==> config.mk <==
export PLATFORM = sky130hd
export DESIGN_NAME = macUnit
export DESIGN_NICKNAME = d
export VERILOG_FILES = /design/src/hdl/convAccelPkg.sv /design/src/hdl/macUnit.sv
export SDC_FILE = /design/constraint.sdc
export NUM_CORES = 2
export LEC_CHECK = 0
export BUFFER_PORTS_ARGS = -buffer_cell sky130_fd_sc_hd__buf_2
export CAP_MARGIN = 15
export CORE_MARGIN = 2
export CORE_UTILIZATION = 55
export DETAILED_ROUTE_END_ITERATION = 7
export PLACE_DENSITY_LB_ADDON = 0.05
export SYNTH_ARGS = -nofsm -noshare
export SYNTH_HDL_FRONTEND = slang
export SYNTH_SLANG_ARGS = --single-unit
==> constraint.sdc <==
create_clock -name clkIn -period 12 [get_ports clkIn]
set_input_delay 2.4 -clock clkIn [delete_from_list [all_inputs] [get_ports clkIn]]
set_output_delay 2.4 -clock clkIn [all_outputs]
set_load 0.1 [all_outputs]
==> src/hdl/convAccelPkg.sv <==
package convAccelPkg;

    // Vector and operand sizes
    localparam int laneCount     = 4;
    localparam int laneIdxWidth  = 2;
    localparam int elemWidth     = 16;
    localparam int accWidth      = 32;

    // Operand memory geometry
    localparam int maxElems      = 1024;
    localparam int bankDepth     = maxElems / laneCount;
    localparam int lineAddrWidth = 8;
    localparam int elemAddrWidth = 10;

    // Matrix dimensions up to and including 1024
    localparam int dimWidth      = 11;

    // Top bit picks the filter memory, the rest is the line
    localparam int busAddrWidth  = 9;

    // Output buffering
    localparam int fifoDepth     = 16;
    localparam int fifoSkid      = 8;

    typedef struct packed {
        logic [dimWidth-1:0] filtRows;
        logic [dimWidth-1:0] filtCols;
        logic [dimWidth-1:0] dataRows;
        logic [dimWidth-1:0] dataCols;
    } convCfgT;

    // Lane 0 sits in the low bits
    typedef logic [laneCount-1:0][elemWidth-1:0] laneVecT;

    typedef struct packed {
        logic [busAddrWidth-2:0] line;
        logic                    sel;
        logic [laneCount-1:0]    elemEn;
        laneVecT                 data;
    } busWriteT;

    typedef struct packed {
        logic                     valid;
        logic                     last;
        logic [elemAddrWidth-1:0] elemAddr;
        logic [laneCount-1:0]     laneMask;
    } readReqT;

    typedef struct packed {
        logic    valid;
        logic    last;
        laneVecT dataVec;
        laneVecT filtVec;
    } opPairT;

endpackage
==> src/hdl/macUnit.sv <==
`timescale 1ns/1ps

module macUnit (
    input  logic                                 clkIn,
    input  logic                                 rstIn,
    input  convAccelPkg::opPairT                 ops,
    output logic                                 resValid,
    output logic [convAccelPkg::accWidth-1:0]    resData
);
    import convAccelPkg::*;

    logic signed [accWidth-1:0] prod [laneCount];
    logic                       p1Valid;
    logic                       p1Last;
    logic signed [accWidth-1:0] acc;
    logic signed [accWidth-1:0] sum;

    // Lane multipliers; masked lanes arrive as zero
    always_ff @(posedge clkIn) begin
        for (int k = 0; k < laneCount; k++) begin
            prod[k] <= $signed(ops.dataVec[k]) * $signed(ops.filtVec[k]);
        end
        p1Last <= ops.last;
    end

    always_ff @(posedge clkIn) begin
        if (rstIn) begin
            p1Valid <= 1'b0;
        end else begin
            p1Valid <= ops.valid;
        end
    end

    // Adder tree plus running sum, wraps on overflow
    always_comb begin
        sum = acc;
        for (int k = 0; k < laneCount; k++) begin
            sum = sum + prod[k];
        end
    end

    always_ff @(posedge clkIn) begin
        if (rstIn) begin
            acc <= '0;
        end else if (p1Valid) begin
            acc <= p1Last ? '0 : sum;
        end
    end

    // Written into the FIFO on the same edge that clears acc
    assign resValid = p1Valid && p1Last;
    assign resData  = sum;

endmodule

==> results.txt <==
- The run finished with clean final reports.
- Largest net degree at the start of global routing: 46
- In this design, the critical path's most frequently occurring cell is sky130_fd_sc_hd__fa_1.
- In this design, the largest share of critical-path delay is due to adder cells.
- Final count of hold timing violations: 0
- Die X-Extent: 295.0 um
* DRC marker count from the first detailed-route iteration: 1553
* Maximum buffer depth of the clock tree: 2
- Wire per inst: 18.12 um
- Async S/R FF share, synth: 0
- H-tree Lvls: 4
- Worst EP arrival: around 8.6 ns
- Global routing finished with a remaining overflow of 0.
- Effective utilization at floorplan: 0.5557
- Syn_nets: around 6.6k
- Worst Hold End: acc[25]
* Root Driver: sky130_fd_sc_hd__clkbuf_16
- Worst slew margin relative to its limit: 0.4604
- Of all nets on the critical path, the largest fanout is 16.
* Cell type with the largest total area after synthesis: sky130_fd_sc_hd__fa_1
- Mean cell area of the mapped netlist: 9.458 um2
- Buffers placed on the I/O ports in this run total 164.
- From synthesis to final layout, the design area changed by 4.859%.
* Routability cong.: 0.8828
* Number of instances resized during post-cts repair: 0
* Seq/Total Area, Yosys: 0.06962
- For this design the top-level I/O count stands at approximately 170.
* Fillers: 7686
- For this run, the number of Yosys warnings is 0.
* FP Rows: about 110
- Quantity of hold-fixing buffers added after cts: 0
- The worst setup path is captured at a flip-flop.
- Core outline area: 83820 um2
- Iteration count of the initial detailed-routing pass: 7
* Final setup skew: roughly 0.012 ns
- For this design, the sink count on the clock tree is between 150 and 200.
- Area of the die: 87040 um2
- Number of synthesized flops with an enable pin: 0
- In the synthesized netlist, the cells that appear most often are sky130_fd_sc_hd__inv_1 (1182), sky130_fd_sc_hd__fa_1 (1140), sky130_fd_sc_hd__nand2_1 (515).
* Cell count along the critical path: 19
- The critical path goes through buf_2 > nand2_1 > inv_1 > fa_1 > fa_1 > fa_1 > fa_1 > fa_1 > inv_1 > fa_1 > inv_1 > ha_1 > nand3_1 > or3_1 > a21o_1 > a311oi_1 > a21oi_1 > o21bai_1 > xor2_1.
- Setup Viol. Count Final: 0
- Dividing the detail-routed via count by the number of cells gives 5.258.
- Of the cells placed in the final design, the portion with a size suffix greater than 1 is 0.04487.
- Clock insertion delay at the later pin of the skew report: 0.44 ns
* Clock-pin slew reported for the worst setup and hold paths after clock tree synthesis: 0.06 ns
- The number of antenna violations at the first check in global routing is 1.
* Antenna Nets Post-Route: 0
- DR DRC count: 0
- Dividing the final minimum period by the clock period gives 0.6873.
- Hold path startpoint: acc[25]
- The first global-routing pass estimated 186500 um of wire.
- Largest incremental delay on the critical path: 0.88 ns
- Max-cap viol count: 0
* Tmin final: 8.247 ns
- Netlist area before placement: 46580 um2
- Number of buffers inserted during clock tree synthesis: 17
* Crit path buf inv count: 4
* Synth top area cells: sky130_fd_sc_hd__fa_1 (49%), sky130_fd_sc_hd__ha_1 (9.7%), sky130_fd_sc_hd__inv_1 (9.5%)
* Die Ht: 295.0 um
- For this block, the routed nets add up to 110600 um of wire.
- Register-to-register setup slack: about 7.0 ns
- For this run, the leading register cell type out of synthesis is sky130_fd_sc_hd__dfxtp_1.
- The worst register-to-register path has a depth of 16.
- Most frequent cell after synthesis: sky130_fd_sc_hd__inv_1
- Total routing resource utilization after global routing: 0.2750
- Based on the critical path, the design can be clocked at up to 121.3 MHz.
* Crit Reg-Reg Startpoint: prod[1][0]
- The via count of the first global-routing pass came to about 35k.
- The endpoint identified for the worst register-to-register timing path is acc[29].
* Measured slew at the worst slew-check pin: 0.8037 ns
- Worst Setup Start Kind: primary input
* Final Slew Violations: 0
- Final net count: 6591
- Crit path required time: ~12 ns
- Via count of the routed design: about 32k
- Counting flops and latches in the post-synthesis netlist gives 162.
* Count of buffers added by post-CTS timing repair for setup: 0
- RSZ-0062 raised after global routing: no
- Proportion of netlist area held by the largest area contributor: 0.4899
- Hold Path Depth: 2
* Post-synthesis instance total: just under 5k
- HPWL after detailed placement: approximately 93000 um
* Path category of the worst min-delay check: flip-flop to flip-flop
* Aggregate negative setup slack: 0 ns
- Synthesis instantiated 70 different standard cells from the library.
* CTS tree: yes
* Crit path kind: primary input to flip-flop
- Cell type of the slowest stage on the worst timing path: sky130_fd_sc_hd__fa_1
## cells in the final DEF (no fill, tap or decap), drive strengths merged, types with 4 or more instances in the layout
master   instances
nand2          515
a221oi          11
a21oi          146
o21ai           77
o31ai            6
nor3b            5
a31o             4
xor2            31
a211oi          22
a21o            49
nand3           23
a31oi           15
o21bai          28
inv           1191
nor3            23
ha             360
a2111oi          5
nand3b           6
a211o            4
o21a            18
and2           498
clkbuf          17
or4              4
buf            166
nor2b           35
and3            15
or2              4
dfxtp          162
or3              5
nand4           10
fa            1140
o211ai          11
xnor2          141
o41ai            4
nand2b          34
a21boi           4
nor2           141
## final cells by class
type                       count  area (um2)  share of cell area
multi-input combinational   3430       38340              0.7849
inverter                    1182        4437             0.09083
sequential                   162        3243             0.06640
tap                         1134        1419             0.02905
timing repair buffer         166       835.8             0.01711
clock buffer                  17       425.4            0.008709
clock inverter                13       145.1            0.002971
antenna                        1       2.502          0.00005123
## layer usage
layer | share of wire | vias to the layer above | track usage
met5 | 0 | - | 0
met4 | 0.018 | 0 | 0.04853
met3 | 0.043 | 114 | 0.02834
met2 | 0.49 | 703 | 0.4614
met1 | 0.45 | 16635 | 0.3944
li1 | - | 14650 | -
## worst max path at each step
stage	slack, ns	startpoint	end
6_report	3.75	ops[17]	prod[1][29]
3_5_place_dp	3.32	ops[17]	prod[1][29]
2_1_floorplan	3.74	ops[95]	prod[1][31]
4_1_cts	3.76	ops[17]	prod[1][29]
5_1_grt	3.37	ops[17]	prod[1][29]
3_3_place_gp	3.34	ops[17]	prod[1][29]
## per-stage QoR
| step | utilization | instance area [um2] | setup slack, ns | hold WS (ns) | cells |
|---|---|---|---|---|---|
| after floorplan | - | 46580 | 3.743 | 0.4679 | 4925 |
| after global placement | 0.5759 | 48270 | 3.337 | 0.4836 | 6074 |
| after detailed placement | 0.5759 | 48270 | 3.321 | 0.4898 | 6074 |
| after CTS | 0.5827 | 48840 | 3.759 | 0.5013 | 6104 |
| after global routing | 0.5827 | 48840 | 3.372 | 0.5275 | 6104 |
| final | 0.5827 | 48850 | 3.753 | 0.4975 | 6105 |
## logic make-up (layout without fill, tap and decap cells)
kind of cell,Yosys count,in the layout,share of synthesized area
DFF,162,162,0.06962
xor gates and xnor gates,172,172,0.03234
buffers and inverters,1333,1378,0.1074
AOI/OAI and AO/OA,429,429,0.06100
adders and majority gates,1500,1500,0.5866
muxes,4,4,0.0008864
other,0,1,0
and+or+nand+nor,1325,1325,0.1421
## worst reg2reg max path, cell delays in order (launching register included)
cell	delay, ns
sky130_fd_sc_hd__dfxtp_1	0.38
sky130_fd_sc_hd__fa_1	0.47
sky130_fd_sc_hd__fa_1	0.55
sky130_fd_sc_hd__inv_1	0.06
sky130_fd_sc_hd__fa_1	0.47
sky130_fd_sc_hd__inv_1	0.04
sky130_fd_sc_hd__ha_1	0.22
sky130_fd_sc_hd__fa_1	0.48
sky130_fd_sc_hd__a21o_1	0.19
sky130_fd_sc_hd__a21oi_2	0.22
sky130_fd_sc_hd__o211ai_1	0.20
sky130_fd_sc_hd__a2111oi_4	0.48
sky130_fd_sc_hd__o31ai_1	0.22
sky130_fd_sc_hd__a21bo_2	0.27
sky130_fd_sc_hd__o41a_1	0.37
sky130_fd_sc_hd__nand4b_1	0.11
sky130_fd_sc_hd__o221ai_1	0.11
## registers in the layout, indices dropped and copies added (netlist names)
signal and flops:
acc 32, p1Last 1, prod 128, p1Valid 1
Power is not shown: default switching activity piles up to over one toggle a cycle in this logic, so the estimate is an artifact.
