### config.mk
export PLATFORM = sky130hd
export DESIGN_NAME = outFifo
export DESIGN_NICKNAME = d
export VERILOG_FILES = /design/src/hdl/convAccelPkg.sv /design/src/hdl/outFifo.sv
export SDC_FILE = /design/constraint.sdc
export NUM_CORES = 1
export LEC_CHECK = 0
export BUFFER_PORTS_ARGS = -buffer_cell sky130_fd_sc_hd__buf_2
export CAP_MARGIN = 20
export CORE_UTILIZATION = 46
export DETAILED_ROUTE_END_ITERATION = 10
export GPL_TIMING_DRIVEN = 0
export PLACE_DENSITY = 0.66
export REMOVE_ABC_BUFFERS = 1
export SYNTH_ARGS = -nofsm -noshare
export SYNTH_HDL_FRONTEND = slang
export SYNTH_SLANG_ARGS = --single-unit
### constraint.sdc
create_clock -name clkIn -period 6.68 [get_ports clkIn]
set_clock_uncertainty 0.1 [all_clocks]
set_input_delay 0.668 -clock clkIn [delete_from_list [all_inputs] [get_ports clkIn]]
set_output_delay 0.668 -clock clkIn [all_outputs]
set_load 0.03 [all_outputs]
### src/hdl/convAccelPkg.sv
package convAccelPkg;

    // Vector and operand sizes
    localparam int laneCount     = 4;
    localparam int laneIdxWidth  = 2;
    localparam int elemWidth     = 16;
    localparam int accWidth      = 32;

    // Operand memory geometry
    localparam int maxElems      = 1024;
    localparam int bankDepth     = maxElems / laneCount;
    localparam int lineAddrWidth = 8;
    localparam int elemAddrWidth = 10;

    // Matrix dimensions up to and including 1024
    localparam int dimWidth      = 11;

    // Top bit picks the filter memory, the rest is the line
    localparam int busAddrWidth  = 9;

    // Output buffering
    localparam int fifoDepth     = 16;
    localparam int fifoSkid      = 8;

    typedef struct packed {
        logic [dimWidth-1:0] filtRows;
        logic [dimWidth-1:0] filtCols;
        logic [dimWidth-1:0] dataRows;
        logic [dimWidth-1:0] dataCols;
    } convCfgT;

    // Lane 0 sits in the low bits
    typedef logic [laneCount-1:0][elemWidth-1:0] laneVecT;

    typedef struct packed {
        logic [busAddrWidth-2:0] line;
        logic                    sel;
        logic [laneCount-1:0]    elemEn;
        laneVecT                 data;
    } busWriteT;

    typedef struct packed {
        logic                     valid;
        logic                     last;
        logic [elemAddrWidth-1:0] elemAddr;
        logic [laneCount-1:0]     laneMask;
    } readReqT;

    typedef struct packed {
        logic    valid;
        logic    last;
        laneVecT dataVec;
        laneVecT filtVec;
    } opPairT;

endpackage
### src/hdl/outFifo.sv
`timescale 1ns/1ps

module outFifo (
    input  logic                                 clkIn,
    input  logic                                 rstIn,
    input  logic                                 wrValid,
    input  logic [convAccelPkg::accWidth-1:0]    wrData,
    input  logic                                 readyIn,
    output logic                                 wrReady,
    output logic                                 validOut,
    output logic [convAccelPkg::accWidth-1:0]    dataOut
);
    import convAccelPkg::*;

    logic [accWidth-1:0]          mem [fifoDepth];
    logic [$clog2(fifoDepth)-1:0] wrPtr;
    logic [$clog2(fifoDepth)-1:0] rdPtr;
    logic [$clog2(fifoDepth):0]   count;
    logic                         push;
    logic                         pop;

    assign push = wrValid && (count != fifoDepth);
    assign pop  = validOut && readyIn;

    always_ff @(posedge clkIn) begin
        if (push) begin
            mem[wrPtr] <= wrData;
        end
    end

    // Pointers wrap on their own since the depth is a power of two
    always_ff @(posedge clkIn) begin
        if (rstIn) begin
            wrPtr <= '0;
            rdPtr <= '0;
            count <= '0;
        end else begin
            if (push) begin
                wrPtr <= wrPtr + 1'b1;
            end
            if (pop) begin
                rdPtr <= rdPtr + 1'b1;
            end
            case ({push, pop})
                2'b10:   count <= count + 1'b1;
                2'b01:   count <= count - 1'b1;
                default: count <= count;
            endcase
        end
    end

    assign validOut = (count != '0);
    assign dataOut  = mem[rdPtr];

    // Free entries left over cover the results still in the pipeline
    assign wrReady = (fifoDepth - count) >= fifoSkid;

endmodule

==> run_results.csv, run 1 <==
group,metric,value,unit
setup_path,crit_slowest_cell,"dfxtp_4",
clock_network,clk_latency,0.58,ns
clock_network,cts.sinks,529,
setup_path,critPathMaxStageDelay,0.59,ns
routing,ant_nets,0,
clock_network,clkTransAtPathRegs,0.06,ns
die,dieArea,45100,µm²
synth,synthCells,839,
synth,synth_top_area_frac,0.755,
clock_network,postCtsHoldBufs,0,
routing,wire_per_inst,25.6,µm
sta,min_period,4.11,ns
routing,firstDrtPassIters,7,
power,vdd_drop_max,0.000177,V
sta,hold_viol_final,0,
setup_path,path_cells,"buf_12 -> buf_16 -> buf_16 -> mux4_1 -> mux4_2 -> buf_2",
sta,fmax,243,MHz
global_route,grt_pass1_wl,59700,µm
setup_path,arrival,3.34,ns
routing,wl,40500,µm
sta,worst_pin_slew,0.962,ns
power,p_comb_frac,0.206,
synth,synth-edff-count,512,
sta,setup_viol,0,
clock_network,ctsResizeCount,0,
sta,rsz0062_at_grt,"no",
setup_path,cpMostUsedCell,"buf_16",
clock_network,numCtsBuffers,52,
sta,slew_headroom,0.357,
global_route,gr-total-overflow,0,
run_status,status,"complete, no violations",
routing,routed_via_density,5.71,
die,rows,76,
cells_and_area,drive_above_1_share,0.333,
setup_path,critical_path_buf_inv_count,4,
synth,synth-seq-cells,529,
power,seq_power_share,0.454,
power,switching_power,2.14,mW
clock_network,clockBufferDepth,3,
setup_path,worst-setup-path-type,"register to output pin",
synth,yosysSeqAreaShare,0.771,
synth,synth.most_common_cell,"edfxtp_1",
routing,drtIter0Drc,780,
global_route,grt.total_usage,0.187,
routing,num_vias,9020,
routing,drc,0,
job,cap_violations,0,
cells_and_area,area_growth,16.1,%
placed_design,io_buffers,69,
global_route,grt_pass1_vias,9178,
clock_network,postCtsSetupRepairBufs,0,
clock_network,h-tree-depth,2,
synth,yosys_warnings,0,
die,die_width,212,µm
setup_path,required,5.91,ns
synth,syn_area,20400,µm²
global_route,antenna_found_initial,1,
setup_path,cp_max_fo,29,
global_route,grt_start_max_net_pins,47,
setup_path,endpoint_kind,"output pin",
min_path,hold_path.class,"primary input to register",
synth,syn_avg_cell_area,24.3,µm²
synth,synth_area_leader_cell,"edfxtp_1",
power,p_leak,7.42,nW
power,power.density,358,nW/µm²
clock_network,tritoncts,"done",
die,initial_utilization,0.470,
power,p_total,8.46,mW
placed_design,placed_area,22000,µm²
synth,synth_area_leaders,"edfxtp_1 (75%), mux4_2 (14%), mux4_1 (4.1%), dfxtp_1 (1.7%), buf_6 (0.72%)",
placed_design,place.gp.congestion,0.684,
cells_and_area,postLayoutCellArea,23700,µm²
sta,period_share,0.615,
power,clock_power_share,0.339,
placed_design,dp_hpwl,22900,µm
synth,synthArstFlopShare,0,
die,ioPinCount,70,
setup_path,cp_top_family,"multiplexers",
synth,synth.distinct_cells,39,
sta,final_max_slew_viol_count,0,
die,die_h,212,µm
power,p_sw_frac,0.252,
clock_network,clockRootBuffer,"clkbuf_16",
power,p_int,6.32,mW
synth,synth_commonest_cells,"edfxtp_1 (512), mux4_2 (128), mux4_1 (32), nor2_1 (32), clkbuf_1 (23)",
cells_and_area,layout.nets,1000,
synth,synth_ff_type,"edfxtp_1",
cells_and_area,antennaDiodeCount,0,
die,coreArea,43400,µm²
setup_path,cp-start-kind,"register",
registers in the layout, indices dropped and copies added (netlist names), named ones only:
signal	flops
count	5
wrPtr	4
rdPtr	4
mem	512
path summary, 6_finish.rpt:
check | startpoint | end | slack (ns) | cells past startpoint
hold reg to reg | wrPtr[1]$_SDFFE_PP0P_ | wrPtr[1]$_SDFFE_PP0P_ | 0.41 | 2
hold / removal | wrData[12] | mem[5][12]$_DFFE_PP_ | 0.36 | 1
setup / recovery | register | dataOut[28] | 2.57 | 6
setup reg to reg | count[1]$_SDFFE_PP0P_ | count[4]$_SDFFE_PP0P_ | 3.06 | 11
routing by layer:
metal / vias up / routed length, µm / GRT usage
met5: - / 15 / 0
met4: 2 / 721 / 0.0444
met3: 55 / 2340 / 0.0371
met2: 260 / 19500 / 0.295
met1: 4855 / 17900 / 0.272
li1: 3848 / - / -
final cells by class:
cell class | instances | area [µm²]
clock buffers | 75 | 1490
clock inverters | 20 | 200
fillers | 3209 | 19700
inverters | 6 | 22.5
multi-input cells | 259 | 4460
flip-flops and latches | 529 | 15700
well taps | 585 | 732
repair buffers | 106 | 1020
stage by stage:
step / setup WS [ns] / utilization / std cells / hold slack, ns / TNS (ns)
6_report: 2.57 / 0.546 / 1580 / 0.363 / 0
5_1_grt: 2.35 / 0.546 / 1580 / 0.346 / 0
4_1_cts: 2.47 / 0.546 / 1580 / 0.332 / 0
3_5_place_dp: 3.08 / 0.507 / 1485 / 0.412 / 0
3_3_place_gp: -3.02 / 0.488 / 1448 / 0.385 / -169.47
2_1_floorplan: -0.275 / - / 794 / 0.372 / -8.45
cells by family (layout without fill, tap and decap cells):
| logic type | Yosys count | count (layout) | share of synthesized area |
|---|---|---|---|
| compound gates | 13 | 13 | 0.00455 |
| xor+xnor | 11 | 11 | 0.00473 |
| buf+inv | 51 | 207 | 0.0150 |
| simple gates | 62 | 62 | 0.0138 |
| flops | 529 | 529 | 0.771 |
| mux | 163 | 163 | 0.184 |
| fa+ha+maj | 10 | 10 | 0.00614 |
power groups by stage:
stage                     Clock [mW]  Sequential, mW  Combinational [mW]
after global routing            3.04            3.86                1.87
after global placement             0            4.17                1.68
after floorplan                    0            4.05                1.27
after CTS                       2.92            3.85                1.78
final                           2.87            3.84                1.75
after detailed placement           0            3.92                1.78
layout by cell type, fill, tap and decap left out, drive strengths merged:
cell type	n
edfxtp	512
mux4	160
buf	106
clkbuf	75
nor2	32
dfxtp	17
clkinv	15
nand2	11
ha	10
xor2	8
inv	6
nor3	4
bufinv	4
nand2b	3
xnor2	3
nor2b	2
nor4	2
o21ai	2
nor3b	2
a21oi	2
mux2i	2
a21o	2
nand4	2
o311a	1
a2111oi	1
nand3	1
nor4b	1
and3b	1
o22ai	1
a32oi	1
a211o	1
a22oi	1
o21a	1
or3	1
mux2	1
clkinvlp	1
(Power assumes the default switching activity.)
==> run 2: changes to the inputs <==
- PLACE_DENSITY: 0.66 -> 0.68
- clock period: 6.68 -> 3.45 ns (I/O delays scaled with it)
==> run_results.csv, run 2 (synthesis gave the netlist of run 1 again) <==
group,metric,value,unit
run_status,status,"complete, no violations",
global_route,grt_start_max_net_pins,63,
cells_and_area,area_growth,16.0,%
setup_path,required,3.00,ns
global_route,gr-total-overflow,0,
clock_network,postCtsHoldBufs,0,
routing,num_vias,9042,
setup_path,critPathMaxStageDelay,0.54,ns
routing,wire_per_inst,25.9,µm
die,die_width,212,µm
die,initial_utilization,0.470,
min_path,hold_path.class,"primary input to register",
cells_and_area,regMostFlops,"mem",
setup_path,cp.depth,5,
placed_design,placed_area,21900,µm²
die,rows,76,
placed_design,io_buffers,69,
cells_and_area,postLayoutCellArea,23600,µm²
routing,drc,0,
setup_path,cp-start-kind,"register",
placed_design,pre_cts_ws,-0.192,ns
setup_path,endpoint_kind,"output pin",
setup_path,path_cells,"buf_16 -> buf_16 -> mux4_2 -> mux4_2 -> buf_2",
power,vdd_drop_max,0.000500,V
setup_path,arrival,2.86,ns
setup_path,critical_path_buf_inv_count,3,
clock_network,h-tree-depth,2,
cells_and_area,layout.nets,1005,
cells_and_area,final_cell_mix,"edfxtp_1 (512), mux4_2 (128), buf_2 (69), clkbuf_16 (55), mux4_1 (32)",
sta,min_period,3.31,ns
routing,wl,40900,µm
setup_path,r2r_cells,12,
placed_design,dp_hpwl,23100,µm
clock_network,clkTransAtPathRegs,0.06,ns
die,dieArea,45100,µm²
global_route,grt_pass1_vias,9477,
sta,period_share,0.958,
clock_network,clockBufferDepth,3,
routing,routed_via_density,5.72,
die,coreArea,43400,µm²
sta,rsz0062_at_grt,"no",
routing,drtIter0Drc,854,
global_route,antenna_found_initial,1,
setup_path,cp_max_fo,62,
clock_network,cts.sinks,529,
power,p_leak,7.41,nW
setup_path,cp_top_family,"multiplexers",
routing,firstDrtPassIters,5,
setup_path,crit_slowest_cell,"mux4_2",
sta,hold_viol_final,0,
placed_design,place.gp.congestion,0.697,
die,die_h,212,µm
sta,setup_viol,0,
clock_network,clockRootBuffer,"clkbuf_16",
clock_network,clk_latency,0.58,ns
cells_and_area,largest_reg_flops,512,
power,p_total,16.2,mW
routing,ant_nets,0,
sta,setup_ws,0.144,ns
sta,slew_headroom,0.362,
die,ioPinCount,70,
power,power.density,687,nW/µm²
clock_network,numCtsBuffers,53,
cells_and_area,final_common_cell,"edfxtp_1",
clock_network,tritoncts,"done",
sta,final_max_slew_viol_count,0,
sta,worst_pin_slew,0.954,ns
sta,fmax,302,MHz
job,cap_violations,0,
cells_and_area,drive_above_1_share,0.337,
global_route,grt.total_usage,0.190,
setup_path,worst-setup-path-type,"register to output pin",
cells_and_area,largestRegisters,"mem x512, count x5",
global_route,grt_pass1_wl,60500,µm
min_path,hold_depth,1,
[run 2: final cells by class]
cell class | count | area [µm²]
diodes | 1 | 2.50
clock buffers | 69 | 1450
clock inverters | 22 | 139
fillers | 3254 | 19700
inverters | 6 | 22.5
multi-input cells | 259 | 4480
flip-flops and latches | 529 | 15700
well taps | 585 | 732
repair buffers | 110 | 1080
[run 2: path summary, 6_finish.rpt]
check                                           start                    end  slack, ns
worst min-delay path                       wrData[26]   mem[9][26]$_DFFE_PP_       0.03
worst max-delay path                         register            dataOut[30]       0.14
worst min register to register  wrPtr[1]$_SDFFE_PP0P_  wrPtr[1]$_SDFFE_PP0P_       0.42
worst max register to register  count[1]$_SDFFE_PP0P_  count[4]$_SDFFE_PP0P_       0.26
[run 2: through the flow]
stage               instances  hold slack [ns]  TNS [ns]  utilization
floorplan                 794            0.314   -181.49            -
finish                   1581           0.0283         0        0.545
CTS                      1580          0.00154         0        0.545
global route             1580           0.0192         0        0.545
global placement         1448            0.389  -1424.09        0.488
detailed placement       1484            0.405    -0.667        0.506
[run 2: metal layers]
metal	share of wire	GRT usage	vias up
li1	-	-	3856
met1	0.41	0.256	4831
met2	0.51	0.312	278
met3	0.063	0.0353	75
met4	0.023	0.0652	2
met5	0.00044	0	-
[run 2: power breakdown]
| group | total, mW | switching [mW] | internal [mW] |
|---|---|---|---|
| clock network | 5.28 | 2.27 | 3.01 |
| registers | 7.35 | 0.100 | 7.25 |
| logic | 3.61 | 1.82 | 1.79 |
[run 2: what timing repair did]
action / in CTS / in global routing
setup buffers: 4 / 0
gates cloned: 1 / 0
endpoints found under the setup margin: 26 / 8
resized for setup: 2 / 4
