--- config.mk ---
export PLATFORM = sky130hd
export DESIGN_NAME = convLoopCtrl
export DESIGN_NICKNAME = d
export VERILOG_FILES = /design/src/hdl/convAccelPkg.sv /design/src/hdl/convLoopCtrl.sv
export SDC_FILE = /design/constraint.sdc
export NUM_CORES = 1
export LEC_CHECK = 0
export BUFFER_PORTS_ARGS = -buffer_cell sky130_fd_sc_hd__clkbuf_2
export CAP_MARGIN = 20
export CORE_UTILIZATION = 56
export CTS_CLUSTER_DIAMETER = 50
export DETAILED_ROUTE_END_ITERATION = 10
export GPL_TIMING_DRIVEN = 0
export PLACE_DENSITY = 0.78
export SYNTH_ARGS = -nofsm -noshare
export SYNTH_HDL_FRONTEND = slang
export SYNTH_SLANG_ARGS = --single-unit
--- constraint.sdc ---
create_clock -name clkIn -period 5.6 [get_ports clkIn]
set_clock_uncertainty 0.05 [all_clocks]
set_input_delay 1.12 -clock clkIn [delete_from_list [all_inputs] [get_ports clkIn]]
set_output_delay 1.12 -clock clkIn [all_outputs]
set_load 0.02 [all_outputs]
--- src/hdl/convAccelPkg.sv ---
package convAccelPkg;

    // Vector and operand sizes
    localparam int laneCount     = 4;
    localparam int laneIdxWidth  = 2;
    localparam int elemWidth     = 16;
    localparam int accWidth      = 32;

    // Operand memory geometry
    localparam int maxElems      = 1024;
    localparam int bankDepth     = maxElems / laneCount;
    localparam int lineAddrWidth = 8;
    localparam int elemAddrWidth = 10;

    // Matrix dimensions up to and including 1024
    localparam int dimWidth      = 11;

    // Top bit picks the filter memory, the rest is the line
    localparam int busAddrWidth  = 9;

    // Output buffering
    localparam int fifoDepth     = 16;
    localparam int fifoSkid      = 8;

    typedef struct packed {
        logic [dimWidth-1:0] filtRows;
        logic [dimWidth-1:0] filtCols;
        logic [dimWidth-1:0] dataRows;
        logic [dimWidth-1:0] dataCols;
    } convCfgT;

    // Lane 0 sits in the low bits
    typedef logic [laneCount-1:0][elemWidth-1:0] laneVecT;

    typedef struct packed {
        logic [busAddrWidth-2:0] line;
        logic                    sel;
        logic [laneCount-1:0]    elemEn;
        laneVecT                 data;
    } busWriteT;

    typedef struct packed {
        logic                     valid;
        logic                     last;
        logic [elemAddrWidth-1:0] elemAddr;
        logic [laneCount-1:0]     laneMask;
    } readReqT;

    typedef struct packed {
        logic    valid;
        logic    last;
        laneVecT dataVec;
        laneVecT filtVec;
    } opPairT;

endpackage
--- src/hdl/convLoopCtrl.sv ---
`timescale 1ns/1ps

module convLoopCtrl (
    input  logic                                 clkIn,
    input  logic                                 rstIn,
    input  logic                                 startIn,
    input  convAccelPkg::convCfgT                cfgIn,
    input  logic                                 fifoWrReady,
    output logic                                 busyOut,
    output logic                                 stepValid,
    output logic                                 stepLast,
    output logic [convAccelPkg::dimWidth-1:0]    dataRowIdx,
    output logic [convAccelPkg::dimWidth-1:0]    dataColIdx,
    output logic [convAccelPkg::dimWidth-1:0]    filtRowIdx,
    output logic [convAccelPkg::dimWidth-1:0]    filtColIdx,
    output logic [convAccelPkg::laneCount-1:0]   laneMask,
    output convAccelPkg::convCfgT                latchedCfg
);
    import convAccelPkg::*;

    typedef enum logic {idleSt, runSt} stateT;

    stateT state;
    logic  startAccept;

    // End values, latched at start
    logic [dimWidth-1:0] filtColEnd;
    logic [dimWidth-1:0] filtRowEnd;
    logic [dimWidth-1:0] dataColEnd;
    logic [dimWidth-1:0] dataRowEnd;
    logic [dimWidth-1:0] lastFiltCol;

    logic filtColDone;
    logic filtRowDone;
    logic dataColDone;
    logic dataRowDone;

    assign startAccept = (state == idleSt) && startIn;
    assign lastFiltCol = cfgIn.filtCols - 1'b1;

    // Column end is the start of the final chunk
    always_ff @(posedge clkIn) begin
        if (startAccept) begin
            latchedCfg <= cfgIn;
            filtColEnd <= {lastFiltCol[dimWidth-1:laneIdxWidth], {laneIdxWidth{1'b0}}};
            filtRowEnd <= cfgIn.filtRows - 1'b1;
            dataColEnd <= cfgIn.dataCols - cfgIn.filtCols;
            dataRowEnd <= cfgIn.dataRows - cfgIn.filtRows;
        end
    end

    assign filtColDone = (filtColIdx == filtColEnd);
    assign filtRowDone = (filtRowIdx == filtRowEnd);
    assign dataColDone = (dataColIdx == dataColEnd);
    assign dataRowDone = (dataRowIdx == dataRowEnd);

    always_ff @(posedge clkIn) begin
        if (rstIn) begin
            state      <= idleSt;
            filtColIdx <= '0;
            filtRowIdx <= '0;
            dataColIdx <= '0;
            dataRowIdx <= '0;
        end else begin
            case (state)
                idleSt: begin
                    if (startAccept) begin
                        state      <= runSt;
                        filtColIdx <= '0;
                        filtRowIdx <= '0;
                        dataColIdx <= '0;
                        dataRowIdx <= '0;
                    end
                end
                runSt: begin
                    // Innermost first; everything holds under back-pressure
                    if (fifoWrReady) begin
                        if (!filtColDone) begin
                            filtColIdx <= filtColIdx + dimWidth'(laneCount);
                        end else begin
                            filtColIdx <= '0;
                            if (!filtRowDone) begin
                                filtRowIdx <= filtRowIdx + 1'b1;
                            end else begin
                                filtRowIdx <= '0;
                                if (!dataColDone) begin
                                    dataColIdx <= dataColIdx + 1'b1;
                                end else begin
                                    dataColIdx <= '0;
                                    if (!dataRowDone) begin
                                        dataRowIdx <= dataRowIdx + 1'b1;
                                    end else begin
                                        state <= idleSt;
                                    end
                                end
                            end
                        end
                    end
                end
                default: state <= idleSt;
            endcase
        end
    end

    assign busyOut   = (state == runSt);
    assign stepValid = busyOut && fifoWrReady;
    assign stepLast  = filtColDone && filtRowDone;

    // Only the final chunk of a row has lanes past the filter edge
    always_comb begin
        for (int k = 0; k < laneCount; k++) begin
            laneMask[k] = (filtColIdx + dimWidth'(k)) < latchedCfg.filtCols;
        end
    end

endmodule

==> summary.md, run 1 <==
| Metric | Value |
|---|---|
| Post-cts sizing count | 0 |
| Initial Util | 0.582 |
| Setup ws final | approximately 1700 ps |
| Slowest stage delay, CP | around 600 ps |
| Most frequent cell after synthesis | edfxtp_1 |
| M3 GR Usage | 0.0566 |
| Vias/cell | ~5.5 |
| Min Tclk post-route | 3930 ps |
| Die ar. | between 0.01 and 0.015 mm² |
| Worst endpoint required time | 4430 ps |
| Power, Total | ~2.4 mW |
| Largest net degree at the start of global routing | 49 |
| GRT Residual Overflow | 0 |
| Yosys reg bits | 129 |
| Vias in the first global route | 5574 |
| Core Area | 0.0122 mm² |
| Placer Congestion | approximately 0.87 |
| Worst R2R Path Depth | 9 |
| Crit-path cells | dlygate4sd3_1 > ha_1 > nand2_1 > nand4b_1 > a31oi_1 > nor2_1 > o32ai_1 > clkbuf_2 |
| Clock buffer count from CTS | 17 |
| GRT busiest layer | met2 |
| YS warnings | 0 |
| Worst vdd ir | 252 µV |
| Insertion delay to the later sink of the worst-skew pair | 420 ps |
| IO Port Bufs | 140 |
| PD cells | about 280 mW/mm² |
| Rows | 40 |
| Post-synth EDFFs | 86 |
| Worst min path class | register to register |
| Total track usage | 0.265 |
| Count of cell types in the netlist | 57 |
| Max clock buf depth | 2 |
| Area grow syn2layout | 20.9% |
| Num ports | between 100 and 150 |
| Grt met2 use | 0.461 |
| Layout cells sized above 1 | 0.221 |
| Flop-to-flop setup slack | about 2900 ps |
| Top cells by count, synth | edfxtp_1 (86), inv_1 (56), nor2_1 (53), xnor2_1 (53), ha_1 (45) |
| Final Hold Vio Count | 0 |
| Synthesized instance count | roughly 700 |
| Setup CP Type | register to output port |
| Yosys top cell area share | 0.365 |
| Ys async rst share | 0 |
| Reg2Reg Launch Point | busyOut$_SDFF_PP0_ |
| Clock Sinks | 129 |
| Nets@finish | 939 |
| Post-CTS Setup Bufs | 0 |
| Crit path DAT | approximately 2800 ps |
| CTS root buf | clkbuf_16 |
| Rel. slew slack | 0.566 |
| Reg-to-Reg End | filtRowIdx[10]$_SDFFE_PP0P_ |
| Status | complete, no violations |
| DP Wirelength | about 12000 µm |
| Type of origin of the critical path | register |
| Routed vias | roughly 5600 |
| Die width | about 110 µm |
| Yosys top cell by area | edfxtp_1 |
| RSZ-0062 raised after global routing | no |
| Worst Max-Slew Pin Slew | 650 ps |
| Register area share after synthesis | 0.486 |
| Synth Area per Inst | around 10 µm² |
| WL per Instance | 16.1 µm |
| Clk slew on worst S/H paths | 50 ps |
| Pins Over Slew Limit | 0 |
| Top FF cell, synth | edfxtp_1 |
| DRT iter0 DRCs | 289 |
| Max_cap viols | 0 |
| Antenna fix cells | 0 |
| Routed Antenna Nets | 0 |
| Critical Path Source | filtColIdx[4]$_SDFFE_PP0P_ |
| Crit. End Element | output port |
| GR Util met1 | 0.327 |
| Drt total wl | roughly 17000 µm |
| Crit path to | laneMask[2] |
| CTS Hold Bufs | 0 |
| H-Tree Depth | 4 |
| Setup violators final | 0 |
| Initial antenna violation count | 0 |
| Largest cells by area after synthesis | edfxtp_1 (36%), dfxtp_1 (12%), ha_1 (8.0%) |
| First-pass GRT wire length | around 27000 µm |
| Remaining DRCs | 0 |
| Critical path's slowest cell | dlygate4sd3_1 |
| CTS tree | yes |
| Post-Syn Area | a little over 0.007 mm² |
| 1st-pass router iterations | 5 |
| Pre-CTS setup slack | 2120 ps |
| Final worst path period share | 0.702 |
| Die Ht | around 110 µm |
| Max Clock Freq | approximately 250 MHz |
| CP Max Fanout | 8 |
| Leak | 3.60 nW |
-- cell type report --
class / count / area, µm²
buffer: 29 / 144
sequential: 129 / 3440
clock inverter: 6 / 58.8
clock buffer: 26 / 479
multi-input combinational: 470 / 3290
tap: 168 / 210
fill: 895 / 3610
timing repair buffer: 141 / 721
inverter: 56 / 210
-- worst min-delay path by stage --
stage | start | endpoint | slack [ps] | cells after the start
2_1_floorplan | dataRowIdx[8]$_SDFFE_PP0P_ | dataRowIdx[8]$_SDFFE_PP0P_ | 520 | 1
3_3_place_gp | dataRowIdx[9]$_SDFFE_PP0P_ | dataRowIdx[9]$_SDFFE_PP0P_ | 450 | 1
3_5_place_dp | dataColIdx[1]$_SDFFE_PP0P_ | dataColIdx[1]$_SDFFE_PP0P_ | 460 | 2
4_1_cts | dataColIdx[1]$_SDFFE_PP0P_ | dataColIdx[1]$_SDFFE_PP0P_ | 470 | 2
5_1_grt | dataRowIdx[8]$_SDFFE_PP0P_ | dataRowIdx[8]$_SDFFE_PP0P_ | 510 | 1
6_report | dataColIdx[1]$_SDFFE_PP0P_ | dataColIdx[1]$_SDFFE_PP0P_ | 470 | 2
-- placed cells by master (no fill, tap or decap), types with 7 or more instances in the layout --
cell type and instances:
nand2_1 32, and3_1 13, dfxtp_1 43, xor2_1 37, a211oi_1 9, clkbuf_2 140
inv_1 56, nor2b_1 16, ha_1 45, a21o_1 7, xnor2_1 53, nand4_1 14
nor3_1 23, o21ai_0 26, clkbuf_16 17, a21oi_1 23, o31ai_1 7, nor2_1 53
nand3_1 26, nor4_1 10, edfxtp_1 86, clkbuf_1 25, a31oi_1 12
-- critical path, delay by kind of cell (launching register included) --
| family | cells | cell delay (ps) |
|---|---|---|
| buffers and inverters | 2 | 830 |
| adder cells (fa/ha/maj) | 1 | 240 |
| AO/OA/AOI/OAI | 2 | 490 |
| AND/OR/NAND/NOR | 3 | 260 |
| flip-flops | 1 | 510 |
-- power by group --
group          switching, mW  internal, mW
clock                  0.373         0.630
combinational          0.184         0.116
sequential            0.0219          1.08
-- stage by stage --
step	area, µm²	hold WS (ps)	std cells	TNS [ps]	utilization
finish	8560	471	1025	0	0.703
CTS	8560	470	1025	0	0.703
floorplan	7080	516	684	0	-
global route	8560	513	1025	0	0.703
detailed placement	8020	461	993	0	0.659
global placement	7990	452	992	-17560	0.657
-- per-layer routing --
| layer | wire [µm] | vias to the layer above | share of wire |
|---|---|---|---|
| met1 | 6970 | 2679 | 0.42 |
| met2 | 8440 | 172 | 0.51 |
| li1 | - | 2753 | - |
| met3 | 894 | 24 | 0.054 |
| met5 | 0 | - | 0 |
| met4 | 235 | 0 | 0.014 |
-- state kept, by name, indices dropped and copies added (netlist names) --
| register | count |
|---|---|
| busyOut | 1 |
| dataColEnd | 11 |
| dataColIdx | 11 |
| dataRowEnd | 11 |
| dataRowIdx | 11 |
| filtColEnd | 9 |
| filtColIdx | 9 |
| filtRowEnd | 11 |
| filtRowIdx | 11 |
| latchedCfg | 44 |
-- kinds of logic after synthesis --
family | Yosys count | share of synthesized area
adder cells (fa/ha/maj) | 47 | 0.0852
buffers and inverters | 85 | 0.0495
multiplexers | 2 | 0.00300
AND/OR/NAND/NOR | 221 | 0.165
AO/OA/AOI/OAI | 108 | 0.0986
XOR/XNOR | 90 | 0.111
flip-flops | 129 | 0.486
other | 1 | 0.000530
Power figures use the tool's default switching activity.
==> run 2, diff against run 1 <==
Clock period 5.6 ns to 4.12 ns, I/O delays scaled along.
==> summary.md, run 2 (synthesis results as in run 1) <==
| Metric | Value |
|---|---|
| Die ar. | 0.0131 mm² (unchanged) |
| Placed Cells | 993 (unchanged) |
| Num ports | 143 (unchanged) |
| Largest delay contributor family on the critical path | buffers and inverters (unchanged) |
| Reg-to-Reg End | dataRowIdx[6]$_SDFFE_PP0P_ (was filtRowIdx[10]$_SDFFE_PP0P_) |
| Hold slack | 486 ps (was 471 ps) |
| PD cells | 394 mW/mm² (was 281 mW/mm²) |
| Leak | 3.64 nW (was 3.60 nW) |
| Switch Pwr | 0.814 mW (was 0.579 mW) |
| Most flops, register | latchedCfg (unchanged) |
| Post-CTS Setup Bufs | 0 (unchanged) |
| First-pass GRT wire length | 27200 µm (was 26700 µm) |
| Worst min path class | register to register (unchanged) |
| Int Power | 2.58 mW (was 1.83 mW) |
| Finished Cell Area | 0.00861 mm² (was 0.00856 mm²) |
| Pins Over Slew Limit | 0 (unchanged) |
| Worst Hold Endpoint | dataRowIdx[8]$_SDFFE_PP0P_ (was dataColIdx[1]$_SDFFE_PP0P_) |
| Clk slew on worst S/H paths | 50 ps (about the same) |
| Routed Antenna Nets | 0 (unchanged) |
| WP buf/inv | 2 (unchanged) |
| Final Hold Vio Count | 0 (unchanged) |
| Type of origin of the critical path | register (unchanged) |
| Clock buffer count from CTS | 17 (unchanged) |
| Setup CP Type | register to output port (unchanged) |
| Crit. End Element | output port (unchanged) |
| Sw Ratio | 0.240 (was 0.241) |
| Crit-path cells | dlygate4sd3_1 > ha_1 > o21ai_0 > nand2b_1 > a31oi_1 > nor2_1 > o32ai_1 > clkbuf_2 (was dlygate4sd3_1 > ha_1 > nand2_1 > nand4b_1 > a31oi_1 > nor2_1 > o32ai_1 > clkbuf_2) |
| RSZ-0062 raised after global routing | no (unchanged) |
| Core Area | 0.0122 mm² (unchanged) |
| DRT iter0 DRCs | 390 (was 289) |
| Status | complete, no violations (unchanged) |
| Worst Max-Slew Pin Slew | 614 ps (was 650 ps) |
| Largest net degree at the start of global routing | 53 (was 49) |
| Hold path startpoint | dataRowIdx[8]$_SDFFE_PP0P_ (was dataColIdx[1]$_SDFFE_PP0P_) |
| Max clock buf depth | 2 (unchanged) |
| Clock Sinks | 129 (unchanged) |
| Die Ht | 114 µm (unchanged) |
| Rel. slew slack | 0.587 (was 0.566) |
| Most frequent cells in the layout | clkbuf_2 (140), edfxtp_1 (86), inv_1 (56) (unchanged) |
| Post-cts sizing count | 0 (unchanged) |
| Seq pwr share | 0.441 (was 0.458) |
| WL per Instance | 16.5 µm (was 16.1 µm) |
| CP Max Fanout | 8 (unchanged) |
| Reg2Reg Launch Point | dataColIdx[8]$_SDFFE_PP0P_ (was busyOut$_SDFF_PP0_) |
| Flop-to-flop setup slack | 1520 ps (was 2940 ps) |
| Commonest non-fill, non-tap cell in the layout | clkbuf_2 (unchanged) |
| Setup violators final | 0 (unchanged) |
| 1st-pass router iterations | 5 (unchanged) |
| Critical path depth | 8 (unchanged) |
| Min Tclk post-route | around 3600 ps |
| Worst endpoint required time | 3250 ps (was 4430 ps) |
| Fillers | 887 (was 895) |
| Die width | 114 µm (unchanged) |
| Pre-CTS setup slack | 954 ps (was 2120 ps) |
| Slowest stage delay, CP | 610 ps (was 600 ps) |
| Hold Crit Depth | 1 (was 2) |
| CTS Hold Bufs | 0 (unchanged) |
| Setup ws final | 500 ps (was 1670 ps) |
| Drt total wl | 17000 µm (was 16500 µm) |
| Total track usage | 0.272 (was 0.265) |
| IO Port Bufs | 140 (unchanged) |
| Max FFs per register | 44 (unchanged) |
| Final core utilization | 0.708 (was 0.703) |
| Crit path DAT | 2750 ps (was 2760 ps) |
| Final Non-Filler Cells | 1025 (unchanged) |
| Worst R2R Path Depth | 8 (was 9) |
| CTS tree | yes (unchanged) |
| CTS root buf | clkbuf_16 (unchanged) |
| Setup TNS | 0 ps (unchanged) |
| Initial Util | 0.582 (unchanged) |
| Critical path's slowest cell | dlygate4sd3_1 (unchanged) |
| GRT Residual Overflow | 0 (unchanged) |
| Rows | 40 (unchanged) |
| Max_cap viols | 0 (unchanged) |
| Area grow syn2layout | 21.6% (was 20.9%) |
| Antenna fix cells | 0 (unchanged) |
| Vias in the first global route | 5651 (was 5574) |
| Insertion delay to the later sink of the worst-skew pair | 420 ps (about the same) |
| Worst vdd ir | 344 µV (was 252 µV) |
| Initial antenna violation count | 0 (unchanged) |
| DP Wirelength | 12600 µm (was 12400 µm) |
| Combinational fraction of design power | 0.121 (was 0.125) |
| Nets@finish | 939 (unchanged) |
| Max Clock Freq | 276 MHz |
| Remaining DRCs | 0 (unchanged) |
| H-Tree Depth | 4 (unchanged) |
| Power, Total | 3.40 mW (was 2.40 mW) |
| Layout cells sized above 1 | 0.225 (was 0.221) |
| Vias/cell | 5.60 (was 5.49) |
| Placer Congestion | 0.839 (was 0.875) |
| Placed inst area | 0.00803 mm² (was 0.00802 mm²) |
| Final worst path period share | 0.879 |
| Routed vias | 5745 (was 5628) |
| Clock power frac | 0.438 (was 0.417) |
[run 2: cell count changes in the layout (fill, tap and decap cells not counted)]
cell | before | now
clkbuf_1 | 25 | 20
clkinv_2 | 2 | 5
bufinv_16 | 1 | 3
buf_12 | 1 | 0
buf_16 | 0 | 1
clkbuf_8 | 2 | 1
clkinv_1 | 1 | 2
clkinvlp_4 | 2 | 1
inv_6 | 0 | 1
[run 2: power groups by stage]
stage / Sequential (mW) / Clock [mW] / Combinational [mW]
detailed placement: 1.52 / 0 / 0.404
global route: 1.50 / 1.56 / 0.452
floorplan: 1.55 / 0 / 0.240
global placement: 1.52 / 0 / 0.385
CTS: 1.50 / 1.50 / 0.411
finish: 1.50 / 1.49 / 0.410
[run 2: worst reg2reg max path, delay by kind of cell, from the launching register on]
| family | cells | cell delay [ps] |
|---|---|---|
| and+or+nand+nor | 4 | 1160 |
| buffers and inverters | 2 | 580 |
| xor gates and xnor gates | 1 | 160 |
| AOI/OAI and AO/OA | 1 | 220 |
| DFF | 1 | 330 |
[run 2: worst max path at each step]
stage	startpoint	endpoint	slack [ps]
final	filtColIdx[4]$_SDFFE_PP0P_	laneMask[2]	500
after global routing	filtColIdx[4]$_SDFFE_PP0P_	laneMask[2]	360
after CTS	filtColIdx[4]$_SDFFE_PP0P_	laneMask[2]	500
after detailed placement	filtColIdx[4]$_SDFFE_PP0P_	laneMask[2]	950
after global placement	startIn	filtRowIdx[10]$_SDFFE_PP0P_	130
after floorplan	filtColIdx[4]$_SDFFE_PP0P_	laneMask[2]	900
[run 2: per-layer routing]
metal | global-route usage | part of all wire | routed length, µm | vias to the layer above
met5 | 0 | 0 | 0 | -
met1 | 0.332 | 0.41 | 6970 | 2743
met4 | 0.108 | 0.019 | 324 | 0
li1 | - | - | - | 2750
met2 | 0.461 | 0.50 | 8550 | 219
met3 | 0.0678 | 0.066 | 1120 | 33
[run 2: layout make-up]
class	count	area, µm²	area share
Sequential cell	129	3440	0.400
Multi-Input combinational cell	470	3290	0.382
Timing Repair Buffer	141	728	0.0846
Clock buffer	20	447	0.0519
Inverter	56	210	0.0244
Tap cell	168	210	0.0244
Buffer	29	144	0.0167
Clock inverter	12	139	0.0161
